**config.mk**
```make
export PLATFORM = sky130hd
export DESIGN_NAME = rv32Core
export DESIGN_NICKNAME = d
export VERILOG_FILES = /design/src/rv32Pkg.sv /design/src/rv32CtrlIf.sv /design/src/rv32Core.sv /design/src/rv32Decoder.sv /design/src/rv32Execute.sv /design/src/rv32LoadStore.sv /design/src/rv32RegFile.sv
export SDC_FILE = /design/constraint.sdc
export NUM_CORES = 2
export LEC_CHECK = 0
export BUFFER_PORTS_ARGS = -buffer_cell sky130_fd_sc_hd__buf_2
export CAP_MARGIN = 25
export CORE_AREA = 2 2 375 377
export DETAILED_ROUTE_END_ITERATION = 7
export DIE_AREA = 0 0 377 379
export HOLD_SLACK_MARGIN = 0.03
export PLACE_DENSITY = 0.66
export SYNTH_ARGS = -nofsm -noshare
export SYNTH_HDL_FRONTEND = slang
export SYNTH_SLANG_ARGS = --single-unit
export TNS_END_PERCENT = 1
```
**constraint.sdc**
```tcl
create_clock -name clk -period 18.2 [get_ports clk]
set_clock_uncertainty 0.05 [all_clocks]
set_input_delay 3.64 -clock clk [delete_from_list [all_inputs] [get_ports clk]]
set_output_delay 3.64 -clock clk [all_outputs]
set_load 0.01 [all_outputs]
```
**src/rv32Pkg.sv**
```systemverilog
`default_nettype none

package rv32Pkg;

	// basic widths
	typedef logic [31:0] word_t;
	typedef logic [4:0]  regIdx_t;
	typedef logic [6:0]  opcode_t;

	// control field types
	typedef logic [3:0] aluOp_t;
	typedef logic [2:0] brOp_t;
	typedef logic [1:0] wbSel_t;
	typedef logic [1:0] memSize_t;

	// opcode groups
	localparam opcode_t opLui    = 7'b0110111;
	localparam opcode_t opAuipc  = 7'b0010111;
	localparam opcode_t opJal    = 7'b1101111;
	localparam opcode_t opJalr   = 7'b1100111;
	localparam opcode_t opBranch = 7'b1100011;
	localparam opcode_t opLoad   = 7'b0000011;
	localparam opcode_t opStore  = 7'b0100011;
	localparam opcode_t opImm    = 7'b0010011;
	localparam opcode_t opReg    = 7'b0110011;

	// alu operations
	localparam aluOp_t aluAdd   = 4'd0;
	localparam aluOp_t aluSub   = 4'd1;
	localparam aluOp_t aluSll   = 4'd2;
	localparam aluOp_t aluSlt   = 4'd3;
	localparam aluOp_t aluSltu  = 4'd4;
	localparam aluOp_t aluXor   = 4'd5;
	localparam aluOp_t aluSrl   = 4'd6;
	localparam aluOp_t aluSra   = 4'd7;
	localparam aluOp_t aluOr    = 4'd8;
	localparam aluOp_t aluAnd   = 4'd9;
	localparam aluOp_t aluPassB = 4'd10;

	// branch conditions
	localparam brOp_t brNone = 3'd0;
	localparam brOp_t brEq   = 3'd1;
	localparam brOp_t brNe   = 3'd2;
	localparam brOp_t brLt   = 3'd3;
	localparam brOp_t brGe   = 3'd4;
	localparam brOp_t brLtu  = 3'd5;
	localparam brOp_t brGeu  = 3'd6;
	localparam brOp_t brJump = 3'd7;

	// write-back sources
	localparam wbSel_t wbAlu  = 2'd0;
	localparam wbSel_t wbLoad = 2'd1;
	localparam wbSel_t wbPc4  = 2'd2;

	// access size, same coding as DataLen
	localparam memSize_t sizeByte = 2'd0;
	localparam memSize_t sizeHalf = 2'd1;
	localparam memSize_t sizeWord = 2'd3;

endpackage

`default_nettype wire

```
**src/rv32CtrlIf.sv**
```systemverilog
`default_nettype none

interface rv32CtrlIf;
	import rv32Pkg::*;

	word_t    imm;
	aluOp_t   aluOp;
	logic     aSelPc;
	logic     bSelImm;
	brOp_t    brOp;
	logic     jalrTarget;
	wbSel_t   wbSel;
	logic     regWrite;
	logic     memRead;
	logic     memWrite;
	memSize_t memSize;
	logic     memSigned;

	modport dec (
		output imm, aluOp, aSelPc, bSelImm, brOp, jalrTarget,
		output wbSel, regWrite, memRead, memWrite, memSize, memSigned
	);

	modport exe (
		input imm, aluOp, aSelPc, bSelImm, brOp, jalrTarget,
		input wbSel, regWrite, memRead, memWrite, memSize, memSigned
	);

endinterface

`default_nettype wire

```
**src/rv32Core.sv**
```systemverilog
`default_nettype none

module rv32Core #(
	parameter rv32Pkg::word_t resetPc = '0
) (
	input  logic             clk,
	input  logic             rstN,
	output rv32Pkg::word_t   pc,
	input  rv32Pkg::word_t   inst,
	output rv32Pkg::word_t   memAddr,
	output rv32Pkg::word_t   memWData,
	output logic [3:0]       memStrb,
	output logic             memWrite,
	input  rv32Pkg::word_t   memRData,
	output logic             rdWrite,
	output rv32Pkg::regIdx_t rdIdx,
	output rv32Pkg::word_t   rdData
);
	import rv32Pkg::*;

	word_t rs1Data;
	word_t rs2Data;

	rv32CtrlIf ctrlBus ();

	rv32Decoder decoder (
		.inst (inst),
		.ctrl (ctrlBus.dec)
	);

	// retirement ports double as the write-back lines
	rv32RegFile regFile (
		.clk     (clk),
		.rstN    (rstN),
		.rs1Idx  (inst[19:15]),
		.rs2Idx  (inst[24:20]),
		.rs1Data (rs1Data),
		.rs2Data (rs2Data),
		.wbEn    (rdWrite),
		.wbIdx   (rdIdx),
		.wbData  (rdData)
	);

	rv32Execute #(
		.resetPc (resetPc)
	) execute (
		.clk      (clk),
		.rstN     (rstN),
		.ctrl     (ctrlBus.exe),
		.inst     (inst),
		.rs1Data  (rs1Data),
		.rs2Data  (rs2Data),
		.memRData (memRData),
		.pc       (pc),
		.memAddr  (memAddr),
		.memWData (memWData),
		.memStrb  (memStrb),
		.memWrite (memWrite),
		.wbEn     (rdWrite),
		.wbIdx    (rdIdx),
		.wbData   (rdData)
	);

endmodule

`default_nettype wire

```
**src/rv32Decoder.sv**
```systemverilog
`default_nettype none

module rv32Decoder (
	input  rv32Pkg::word_t inst,
	rv32CtrlIf.dec         ctrl
);
	import rv32Pkg::*;

	opcode_t    opcode;
	logic [2:0] funct3;
	logic       funct7b5;
	word_t      immI;
	word_t      immS;
	word_t      immB;
	word_t      immU;
	word_t      immJ;

	assign opcode   = inst[6:0];
	assign funct3   = inst[14:12];
	assign funct7b5 = inst[30];

	// immediate formats, all sign extended from bit 31
	assign immI = {{20{inst[31]}}, inst[31:20]};
	assign immS = {{20{inst[31]}}, inst[31:25], inst[11:7]};
	assign immB = {{19{inst[31]}}, inst[31], inst[7], inst[30:25], inst[11:8], 1'b0};
	assign immU = {inst[31:12], 12'b0};
	assign immJ = {{11{inst[31]}}, inst[31], inst[19:12], inst[20], inst[30:21], 1'b0};

	// alt picks sub or sra
	function automatic aluOp_t aluFromFunct3(input logic [2:0] f3, input logic alt);
		case (f3)
			3'b000:  return alt ? aluSub : aluAdd;
			3'b001:  return aluSll;
			3'b010:  return aluSlt;
			3'b011:  return aluSltu;
			3'b100:  return aluXor;
			3'b101:  return alt ? aluSra : aluSrl;
			3'b110:  return aluOr;
			default: return aluAnd;
		endcase
	endfunction

	function automatic memSize_t sizeFromFunct3(input logic [1:0] f3Low);
		case (f3Low)
			2'b00:   return sizeByte;
			2'b01:   return sizeHalf;
			default: return sizeWord;
		endcase
	endfunction

	always_comb begin
		// unknown opcodes fall through as a plain pc+4 step
		ctrl.imm        = immI;
		ctrl.aluOp      = aluAdd;
		ctrl.aSelPc     = 1'b0;
		ctrl.bSelImm    = 1'b0;
		ctrl.brOp       = brNone;
		ctrl.jalrTarget = 1'b0;
		ctrl.wbSel      = wbAlu;
		ctrl.regWrite   = 1'b0;
		ctrl.memRead    = 1'b0;
		ctrl.memWrite   = 1'b0;
		ctrl.memSize    = sizeFromFunct3(funct3[1:0]);
		ctrl.memSigned  = ~funct3[2];

		case (opcode)
			opLui: begin
				ctrl.imm      = immU;
				ctrl.aluOp    = aluPassB;
				ctrl.bSelImm  = 1'b1;
				ctrl.regWrite = 1'b1;
			end
			opAuipc: begin
				ctrl.imm      = immU;
				ctrl.aSelPc   = 1'b1;
				ctrl.bSelImm  = 1'b1;
				ctrl.regWrite = 1'b1;
			end
			opJal: begin
				ctrl.imm      = immJ;
				ctrl.brOp     = brJump;
				ctrl.wbSel    = wbPc4;
				ctrl.regWrite = 1'b1;
			end
			opJalr: begin
				ctrl.bSelImm    = 1'b1;
				ctrl.jalrTarget = 1'b1;
				ctrl.wbSel      = wbPc4;
				ctrl.regWrite   = 1'b1;
			end
			opBranch: begin
				ctrl.imm = immB;
				case (funct3)
					3'b000:  ctrl.brOp = brEq;
					3'b001:  ctrl.brOp = brNe;
					3'b100:  ctrl.brOp = brLt;
					3'b101:  ctrl.brOp = brGe;
					3'b110:  ctrl.brOp = brLtu;
					3'b111:  ctrl.brOp = brGeu;
					default: ctrl.brOp = brNone;
				endcase
			end
			opLoad: begin
				ctrl.bSelImm  = 1'b1;
				ctrl.wbSel    = wbLoad;
				ctrl.memRead  = funct3 inside {3'b000, 3'b001, 3'b010, 3'b100, 3'b101};
				ctrl.regWrite = ctrl.memRead;
			end
			opStore: begin
				ctrl.imm      = immS;
				ctrl.bSelImm  = 1'b1;
				ctrl.memWrite = funct3 inside {3'b000, 3'b001, 3'b010};
			end
			opImm: begin
				ctrl.aluOp    = aluFromFunct3(funct3, (funct3 == 3'b101) & funct7b5);
				ctrl.bSelImm  = 1'b1;
				ctrl.regWrite = 1'b1;
			end
			opReg: begin
				ctrl.aluOp    = aluFromFunct3(funct3, funct7b5);
				ctrl.regWrite = 1'b1;
			end
			default: ;
		endcase
	end

endmodule

`default_nettype wire

```
**src/rv32Execute.sv**
```systemverilog
`default_nettype none

module rv32Execute #(
	parameter rv32Pkg::word_t resetPc = '0
) (
	input  logic             clk,
	input  logic             rstN,
	rv32CtrlIf.exe           ctrl,
	input  rv32Pkg::word_t   inst,
	input  rv32Pkg::word_t   rs1Data,
	input  rv32Pkg::word_t   rs2Data,
	input  rv32Pkg::word_t   memRData,
	output rv32Pkg::word_t   pc,
	output rv32Pkg::word_t   memAddr,
	output rv32Pkg::word_t   memWData,
	output logic [3:0]       memStrb,
	output logic             memWrite,
	output logic             wbEn,
	output rv32Pkg::regIdx_t wbIdx,
	output rv32Pkg::word_t   wbData
);
	import rv32Pkg::*;

	word_t      pcReg;
	word_t      pcPlus4;
	word_t      nextPc;
	word_t      opA;
	word_t      opB;
	word_t      aluResult;
	word_t      loadData;
	logic [4:0] shamt;
	logic [3:0] strobe;
	logic       brTaken;

	always_ff @(posedge clk or negedge rstN) begin
		if (!rstN) begin
			pcReg <= resetPc;
		end else begin
			pcReg <= nextPc;
		end
	end

	assign pc      = pcReg;
	assign pcPlus4 = pcReg + 32'd4;

	assign opA   = ctrl.aSelPc ? pcReg : rs1Data;
	assign opB   = ctrl.bSelImm ? ctrl.imm : rs2Data;
	assign shamt = opB[4:0];

	always_comb begin
		case (ctrl.aluOp)
			aluAdd:   aluResult = opA + opB;
			aluSub:   aluResult = opA - opB;
			aluSll:   aluResult = opA << shamt;
			aluSlt:   aluResult = {31'b0, $signed(opA) < $signed(opB)};
			aluSltu:  aluResult = {31'b0, opA < opB};
			aluXor:   aluResult = opA ^ opB;
			aluSrl:   aluResult = opA >> shamt;
			aluSra:   aluResult = $signed(opA) >>> shamt;
			aluOr:    aluResult = opA | opB;
			aluAnd:   aluResult = opA & opB;
			default:  aluResult = opB;
		endcase
	end

	// branch compare always on register values
	always_comb begin
		case (ctrl.brOp)
			brEq:    brTaken = (rs1Data == rs2Data);
			brNe:    brTaken = (rs1Data != rs2Data);
			brLt:    brTaken = ($signed(rs1Data) < $signed(rs2Data));
			brGe:    brTaken = ($signed(rs1Data) >= $signed(rs2Data));
			brLtu:   brTaken = (rs1Data < rs2Data);
			brGeu:   brTaken = (rs1Data >= rs2Data);
			brJump:  brTaken = 1'b1;
			default: brTaken = 1'b0;
		endcase
	end

	always_comb begin
		if (ctrl.jalrTarget) begin
			nextPc = {aluResult[31:1], 1'b0};
		end else if (brTaken) begin
			nextPc = pcReg + ctrl.imm;
		end else begin
			nextPc = pcPlus4;
		end
	end

	rv32LoadStore lsu (
		.addr       (aluResult),
		.size       (ctrl.memSize),
		.signedLoad (ctrl.memSigned),
		.storeData  (rs2Data),
		.rawRData   (memRData),
		.strobe     (strobe),
		.laneWData  (memWData),
		.loadData   (loadData)
	);

	assign memAddr  = {aluResult[31:2], 2'b00};
	// lanes shown for any access, zero otherwise
	assign memStrb  = (ctrl.memRead | ctrl.memWrite) ? strobe : 4'b0000;
	assign memWrite = ctrl.memWrite & rstN;

	always_comb begin
		case (ctrl.wbSel)
			wbLoad:  wbData = loadData;
			wbPc4:   wbData = pcPlus4;
			default: wbData = aluResult;
		endcase
	end

	assign wbEn  = ctrl.regWrite & rstN;
	assign wbIdx = inst[11:7];

endmodule

`default_nettype wire

```
**src/rv32LoadStore.sv**
```systemverilog
`default_nettype none

module rv32LoadStore (
	input  rv32Pkg::word_t    addr,
	input  rv32Pkg::memSize_t size,
	input  logic              signedLoad,
	input  rv32Pkg::word_t    storeData,
	input  rv32Pkg::word_t    rawRData,
	output logic [3:0]        strobe,
	output rv32Pkg::word_t    laneWData,
	output rv32Pkg::word_t    loadData
);
	import rv32Pkg::*;

	logic [1:0] offs;
	word_t      byteShifted;
	word_t      halfShifted;

	assign offs = addr[1:0];

	// addressed lane moved down to bit 0
	assign byteShifted = rawRData >> {offs, 3'b000};
	assign halfShifted = rawRData >> {offs[1], 4'b0000};

	// store lanes and strobes
	always_comb begin
		case (size)
			sizeByte: begin
				strobe    = 4'b0001 << offs;
				laneWData = storeData << {offs, 3'b000};
			end
			sizeHalf: begin
				strobe    = 4'b0011 << {offs[1], 1'b0};
				laneWData = storeData << {offs[1], 4'b0000};
			end
			default: begin
				strobe    = 4'b1111;
				laneWData = storeData;
			end
		endcase
	end

	// load extraction, zero or sign fill
	always_comb begin
		case (size)
			sizeByte:
				loadData = {{24{signedLoad & byteShifted[7]}}, byteShifted[7:0]};
			sizeHalf:
				loadData = {{16{signedLoad & halfShifted[15]}}, halfShifted[15:0]};
			default:
				loadData = rawRData;
		endcase
	end

endmodule

`default_nettype wire

```
**src/rv32RegFile.sv**
```systemverilog
`default_nettype none

module rv32RegFile (
	input  logic             clk,
	input  logic             rstN,
	input  rv32Pkg::regIdx_t rs1Idx,
	input  rv32Pkg::regIdx_t rs2Idx,
	output rv32Pkg::word_t   rs1Data,
	output rv32Pkg::word_t   rs2Data,
	input  logic             wbEn,
	input  rv32Pkg::regIdx_t wbIdx,
	input  rv32Pkg::word_t   wbData
);
	import rv32Pkg::*;

	// x0 has no storage
	word_t regs [1:31];

	always_ff @(posedge clk or negedge rstN) begin
		if (!rstN) begin
			for (int i = 1; i < 32; i++) begin
				regs[i] <= '0;
			end
		end else if (wbEn && (wbIdx != '0)) begin
			regs[wbIdx] <= wbData;
		end
	end

	// x0 reads as zero
	assign rs1Data = (rs1Idx == '0) ? '0 : regs[rs1Idx];
	assign rs2Data = (rs2Idx == '0) ? '0 : regs[rs2Idx];

endmodule

`default_nettype wire
```
# Word-level counts from Yosys, hierarchy flattened

Cells that the tools add are included.

Bits in registers: 1,024
Input bits: 66
Logic and storage cells: 161

Add/subtract/negate cells: 4
Magnitude comparators: 10
Eq/ne operators: 38
Shift-type cells: 9
Multiplexer cells: 40
Bitwise logic cells: 13
Reductions and logical operators: 15

Operators by type and width:

| kind                                                             | number |
|---|---|
| 992-bit bitwise mux                                              | 1 |
| 32-bit 2-to-1 mux                                                | 11 |
| 32-bit binary-select mux with 5-bit select                       | 2 |
| 32-bit case mux with 10 select lines                             | 1 |
| 32-bit case mux with 2 select lines                              | 3 |
| 32-bit demux with 5-bit select                                   | 1 |
| 32-bit less-than comparator                                      | 4 |
| 31-bit case mux with 4 select lines                              | 1 |
| 32-bit by 5-bit left shift with 32-bit output                    | 3 |
| 32-bit adder                                                     | 2 |
| 32-bit >= comparator                                             | 2 |
| 4-bit case mux with 7 select lines                               | 2 |
| 32-bit by 3-bit adder with 32-bit output (second input constant) | 1 |
| 32-bit AND                                                       | 1 |
| 32-bit == test                                                   | 1 |
| 32-bit inequality test                                           | 1 |
| 32-bit bitwise OR                                                | 1 |
| 32-bit by 5-bit >> shifter with 16-bit output                    | 1 |
| 32-bit by 5-bit >> shifter with 32-bit output                    | 1 |
| 32-bit by 5-bit >> shifter with 8-bit output                     | 1 |
| 32-bit by 5-bit >>> shifter with 32-bit output                   | 1 |
| 32-bit subtractor                                                | 1 |
| 32-bit XOR                                                       | 1 |
| 3-bit == test (second input constant)                            | 8 |
| other kinds (38)                                                 | 77 |

# Depth between registers and ports, before layout

Word-level depth: 13
Depth in mapped cells: 33
Mapped depth without buffers: 24

# Hierarchy

A second synthesis with hierarchy kept.

Cell total of the unflattened synthesis: 6,096
Area, all modules: 70,595.2 sq um

Modules (own cells, without submodules):

| module        | times used | cells an instance | area an instance (sq um) |
|---|---|---|---|
| rv32RegFile   | 1          | 3,624             | 53,000.8 |
| rv32Execute   | 1          | 2,137             | 15,160.8 |
| rv32LoadStore | 1          | 232               | 1,732.9 |
| rv32Decoder   | 1          | 103               | 700.7 |

# Least setup slack after synthesis

Ideal clock, no wire load.

Kind: input -> output
Start point: input inst[20]
End point: output rdData[31]
Data arrival time: 11.370 ns
Data required time: 14.510 ns
Slack: 3.140 ns
Stages on the path: 31
Buffers on the path: 11
Path through: buf_4 > buf_6 > buf_2 > buf_2 > buf_2 > buf_2 > clkbuf_1 > buf_2 > buf_1 > mux4_2 > mux4_2 > mux2i_1 > nor2_1 > a21o_1 > ha_1 > clkbuf_1 > nor4_1 > and2_1 > o31ai_1 > a21boi_0 > o311ai_0 > nand3b_1 > o311a_1 > a31oi_1 > a211o_1 > xnor2_1 > and2_1 > o32ai_1 > a22o_1 > clkbuf_1 > inv_1

Cells in the longest elaborated chain, start to end: 12
Elaborated cells between the ends (all ways): 25
Classes of those cells: add/sub (2); order compare (2); shift (5); mux (9); bitwise (6); reduce/logical (1)

RTL lines:

| item                                                                                                                 | line                                     | RTL |
|---|---|---|
| start: declaration                                                                                                   | rv32Core.sv:9                            | `input rv32Pkg::word_t inst,` |
| 5-bit NOT with 6-bit output (implied by the code)                                                                    | rv32RegFile.sv:31                        | `assign rs2Data = (rs2Idx == '0) ? '0 : regs[rs2Idx];` |
| 32-bit binary-select mux with 5-bit select                                                                           | rv32RegFile.sv:31                        |  |
| 32-bit 2-to-1 mux (implied by the code) (2 in series)                                                                | rv32RegFile.sv:31                        |  |
| 32-bit 2-to-1 mux                                                                                                    | rv32RegFile.sv:31                        |  |
| 32-bit 2-to-1 mux *                                                                                                  | rv32Execute.sv:47                        | `assign opB = ctrl.bSelImm ? ctrl.imm : rs2Data;` |
| 32-bit subtractor, or another cell as far along                                                                      | rv32Execute.sv:53                        | `aluSub: aluResult = opA - opB;` |
| 32-bit case mux with 10 select lines *                                                                               | rv32Execute.sv:51                        | `case (ctrl.aluOp)` |
| 32-bit by 5-bit >> shifter with 16-bit output / 32-bit by 5-bit >> shifter with 8-bit output (equally long branches) | rv32LoadStore.sv:23, rv32LoadStore.sv:22 |  |
| 1-bit AND (on tied branches)                                                                                         | rv32LoadStore.sv:49, rv32LoadStore.sv:47 |  |
| 32-bit case mux with 2 select lines                                                                                  | rv32LoadStore.sv:45                      | `case (size)` |
| 32-bit case mux with 2 select lines *                                                                                | rv32Execute.sv:107                       | `case (ctrl.wbSel)` |
| end: declaration                                                                                                     | rv32Core.sv:17                           | `output rv32Pkg::word_t rdData` |

Mark *: on every way between the ends. The rest lies on a longest branch, timed or not. The select of a mux whose other input is x is not followed.

# Worst setup path in the final report

Start point: input inst[15]
End point: output rdData[31]

Cells in the longest elaborated chain, start to end: 12
Elaborated cells between the ends (all ways): 26
Classes of those cells: add/sub (2); order compare (2); shift (5); mux (10); bitwise (6); reduce/logical (1)

RTL lines:

| item                                                                                                                 | line                                     | RTL |
|---|---|---|
| 5-bit NOT with 6-bit output (implied by the code)                                                                    | rv32RegFile.sv:30                        | `assign rs1Data = (rs1Idx == '0) ? '0 : regs[rs1Idx];` |
| 32-bit binary-select mux with 5-bit select                                                                           | rv32RegFile.sv:30                        |  |
| 32-bit 2-to-1 mux (implied by the code) (2 in series)                                                                | rv32RegFile.sv:30                        |  |
| 32-bit 2-to-1 mux                                                                                                    | rv32RegFile.sv:30                        |  |
| 32-bit 2-to-1 mux                                                                                                    | rv32Execute.sv:46                        | `assign opA = ctrl.aSelPc ? pcReg : rs1Data;` |
| 32-bit subtractor, or another cell as far along                                                                      | rv32Execute.sv:53                        |  |
| 32-bit case mux with 10 select lines *                                                                               | rv32Execute.sv:51                        |  |
| 32-bit by 5-bit >> shifter with 16-bit output / 32-bit by 5-bit >> shifter with 8-bit output (equally long branches) | rv32LoadStore.sv:23, rv32LoadStore.sv:22 |  |
| 1-bit AND (on tied branches)                                                                                         | rv32LoadStore.sv:49, rv32LoadStore.sv:47 |  |
| 32-bit case mux with 2 select lines                                                                                  | rv32LoadStore.sv:45                      |  |
| 32-bit case mux with 2 select lines *                                                                                | rv32Execute.sv:107                       |  |

Marks and branches as above.

==> results.json <==
{
  "outcome": "complete, no violations",
  "timing.fmax_mhz": 61.08,
  "cp_top_family": "compound AO/OA/AOI/OAI gates",
  "timing.final.crit_share_pct": 89.96,
  "die_h_um": 379,
  "drv_slew": 0,
  "drtIter0Drc": 7986,
  "routed_wl_mm": 286.2,
  "ctsHoldBuffers": 0,
  "timing.slew.headroom_pct": 20.06,
  "drive_gt1_share_pct": 24.64,
  "grt_use_met2_pct": 58.55,
  "grtUsageMet1_pct": 50.54,
  "grt_first_pass_wirelength_mm": 411.4,
  "cts_inserted_buffers": 105,
  "synth_seq_cells": 1024,
  "finalSetupTns_ns": 0,
  "critPathMaxFanout": 73,
  "rsz0062_at_grt": "no",
  "netlist_area_um2": 69190,
  "criticalPathCategory": "input pin to output port",
  "dp.cells": 8255,
  "setup_ws_ns": 1.828,
  "endpoint_kind": "output port",
  "cp-start-kind": "input pin",
  "worst_path_max_delay_cell": "buf_4",
  "place_congestion": 1.096,
  "p_total_mw": 6.644,
  "grt_use_met3_pct": 10.69,
  "grt_usage_pct": 39.75,
  "synth_top_cell_area_share_pct": 37.04,
  "cts_tree": "done",
  "dpl.hpwl_mm": 189.1,
  "fp.dieW_um": 377,
  "powerDensity_nw_per_um2": 88.49,
  "clkLatencyLatePin_ns": 0.77,
  "finalHoldViolCount": 0,
  "fin_area_um2": 75080,
  "max_stage_delay_ns": 0.86,
  "path_buf_inv": 8,
  "area_delta_synth_final_pct": 8.523,
  "synth_seq_area_share_pct": 37.04,
  "vias_per_cell": 7.004,
  "synthFlopType": "dfrtp_1",
  "async_reset_ff_share_pct": 100.0,
  "antenna_left": 0,
  "portBuffers": 202,
  "globalRouteOverflowTotal": 0,
  "first_global_vias": 57292,
  "cts_buffer_depth": 3,
  "final_common_cell": "dfrtp_1",
  "register_area_um2": 25620,
  "yosysTopAreaCell": "dfrtp_1",
  "wl_per_cell_um": 33.80,
  "yosys_warnings": 0,
  "ys_types": 110,
  "drc_errors": 0,
  "min_period_ns": 16.37,
  "grt_antenna_before_repair": 19,
  "place_area_um2": 71300,
  "num_io_pins": 205,
  "multiInputGateArea_um2": 40170,
  "final_cell_mix": "1024 x dfrtp_1, 740 x nand2_1, 620 x o21ai_0",
  "hold_path.class": "flip-flop to flip-flop",
  "synth_area_leaders": "dfrtp_1 37%, mux4_2 11%, mux2_2 9.6%",
  "fin_nets": 6800,
  "grt_max_degree": 165,
  "start_util_pct": 49.83,
  "core-area_um2": 138800,
  "hold_ws_ns": 0.4487,
  "setup_viol": 0,
  "post_cts_resized": 0,
  "num-fill-cells": 12095,
  "vdd_drop_max_mv": 0.08369,
  "die_area_um2": 142900,
  "maxCapViolCount": 0,
  "worstMarginPinSlew_ns": 1.199,
  "fin_util_pct": 54.08,
  "cp.required_ns": 14.51,
  "cts.clk_slew.worst_paths_ns": 0.06,
  "rows": 137,
  "post-cts-setup-buffers": 0,
  "numClockSinks": 1024,
  "cts_root_buffer": "clkbuf_16",
  "htree_num_levels": 3,
  "syn-instance-count": 6676,
  "post-place-ws_ns": 2.226,
  "power_leakage_nw": 34.85,
  "fin_cells": 8467,
  "crit_arrival_ns": 12.68,
  "first_pass_iters": 6,
  "route.vias.total": 59307,
  "synth_edf_count": 0,
  "busiest_layer": "met2",
  "syn_avg_cell_area_um2": 10.36
}
-- metal layers --
| layer | vias up | routed length [um] | part of all wire, % |
|---|---|---|---|
| li1 | 24529 | - | - |
| met1 | 29735 | 106700 | 37 |
| met2 | 3979 | 123600 | 43 |
| met3 | 1048 | 32000 | 11 |
| met4 | 16 | 23840 | 8.3 |
| met5 | - | 101 | 0.035 |
-- worst reg2reg max path: cells and delay by family (launching register included) --
family | cells | cell delay (ns)
compound gates | 17 | 5.33
buf+inv | 5 | 1.23
fa+ha+maj | 2 | 0.53
mux | 1 | 0.50
flops | 1 | 0.41
simple gates | 2 | 0.24
-- cell families after synthesis --
family | after synthesis | share of synthesized area [%]
XOR/XNOR | 72 | 0.9114
flip-flops | 1024 | 37.04
other | 1 | 0.005420
AND/OR/NAND/NOR | 1396 | 8.704
adder cells (fa/ha/maj) | 166 | 3.035
multiplexers | 1490 | 28.55
AO/OA/AOI/OAI | 1738 | 16.34
buffers and inverters | 789 | 5.414
-- path summary, 6_finish.rpt --
kind | startpoint | end | slack (ns) | depth (start not counted)
setup / recovery | inst[15] | rdData[31] | 1.83 | 27
hold / removal | regFile.regs[910]$_DFFE_PN0P_ | regFile.regs[910]$_DFFE_PN0P_ | 0.45 | 2
setup reg to reg | regFile.regs[320]$_DFFE_PN0P_ | regFile.regs[383]$_DFFE_PN0P_ | 9.73 | 27
hold reg to reg | regFile.regs[910]$_DFFE_PN0P_ | regFile.regs[910]$_DFFE_PN0P_ | 0.45 | 2
max in group asynchronous | rstN | regFile.regs[249]$_DFFE_PN0P_ | 11.62 | 5
min in group asynchronous | rstN | regFile.regs[873]$_DFFE_PN0P_ | 2.80 | 1
-- cells in the mapped netlist, drive strengths merged (28+ instances only) --
cell type  instances
nand2            774
a22oi            191
mux4             327
nand2b            28
clkbuf           392
xnor2             38
o22ai             66
nor3              54
inv              158
a211oi            58
a221oi            48
nor2b             35
xor2              34
mux2i            571
a221o             40
ha               163
dfrtp           1024
a21oi            293
nand3             75
a31oi             41
o21ai            670
a21o              67
nor2             286
mux2             592
buf              238
o211ai            34
-- final cells by class --
| type | count | area share, % |
|---|---|---|
| Multi-Input combinational cell | 4864 | 53.50 |
| Sequential cell | 1024 | 34.13 |
| Clock buffer | 153 | 4.114 |
| Timing Repair Buffer | 414 | 3.771 |
| Tap cell | 1807 | 3.011 |
| Inverter | 159 | 0.7982 |
| Clock inverter | 31 | 0.6282 |
| Antenna cell | 15 | 0.04999 |
-- where the power goes --
group          switching [mW]  internal [mW]  total (mW)  leakage, nW
clock                   0.976           1.28        2.26         1.74
sequential              0.158           2.37        2.53         14.2
combinational            1.23          0.627        1.86         18.9
total                    2.37           4.28        6.64         34.8
-- flip-flops by register name, summed over array words and instances, names as in the netlist --
name,cells
regFile.regs,992
execute.pc,32
(Power assumes the default switching activity.)
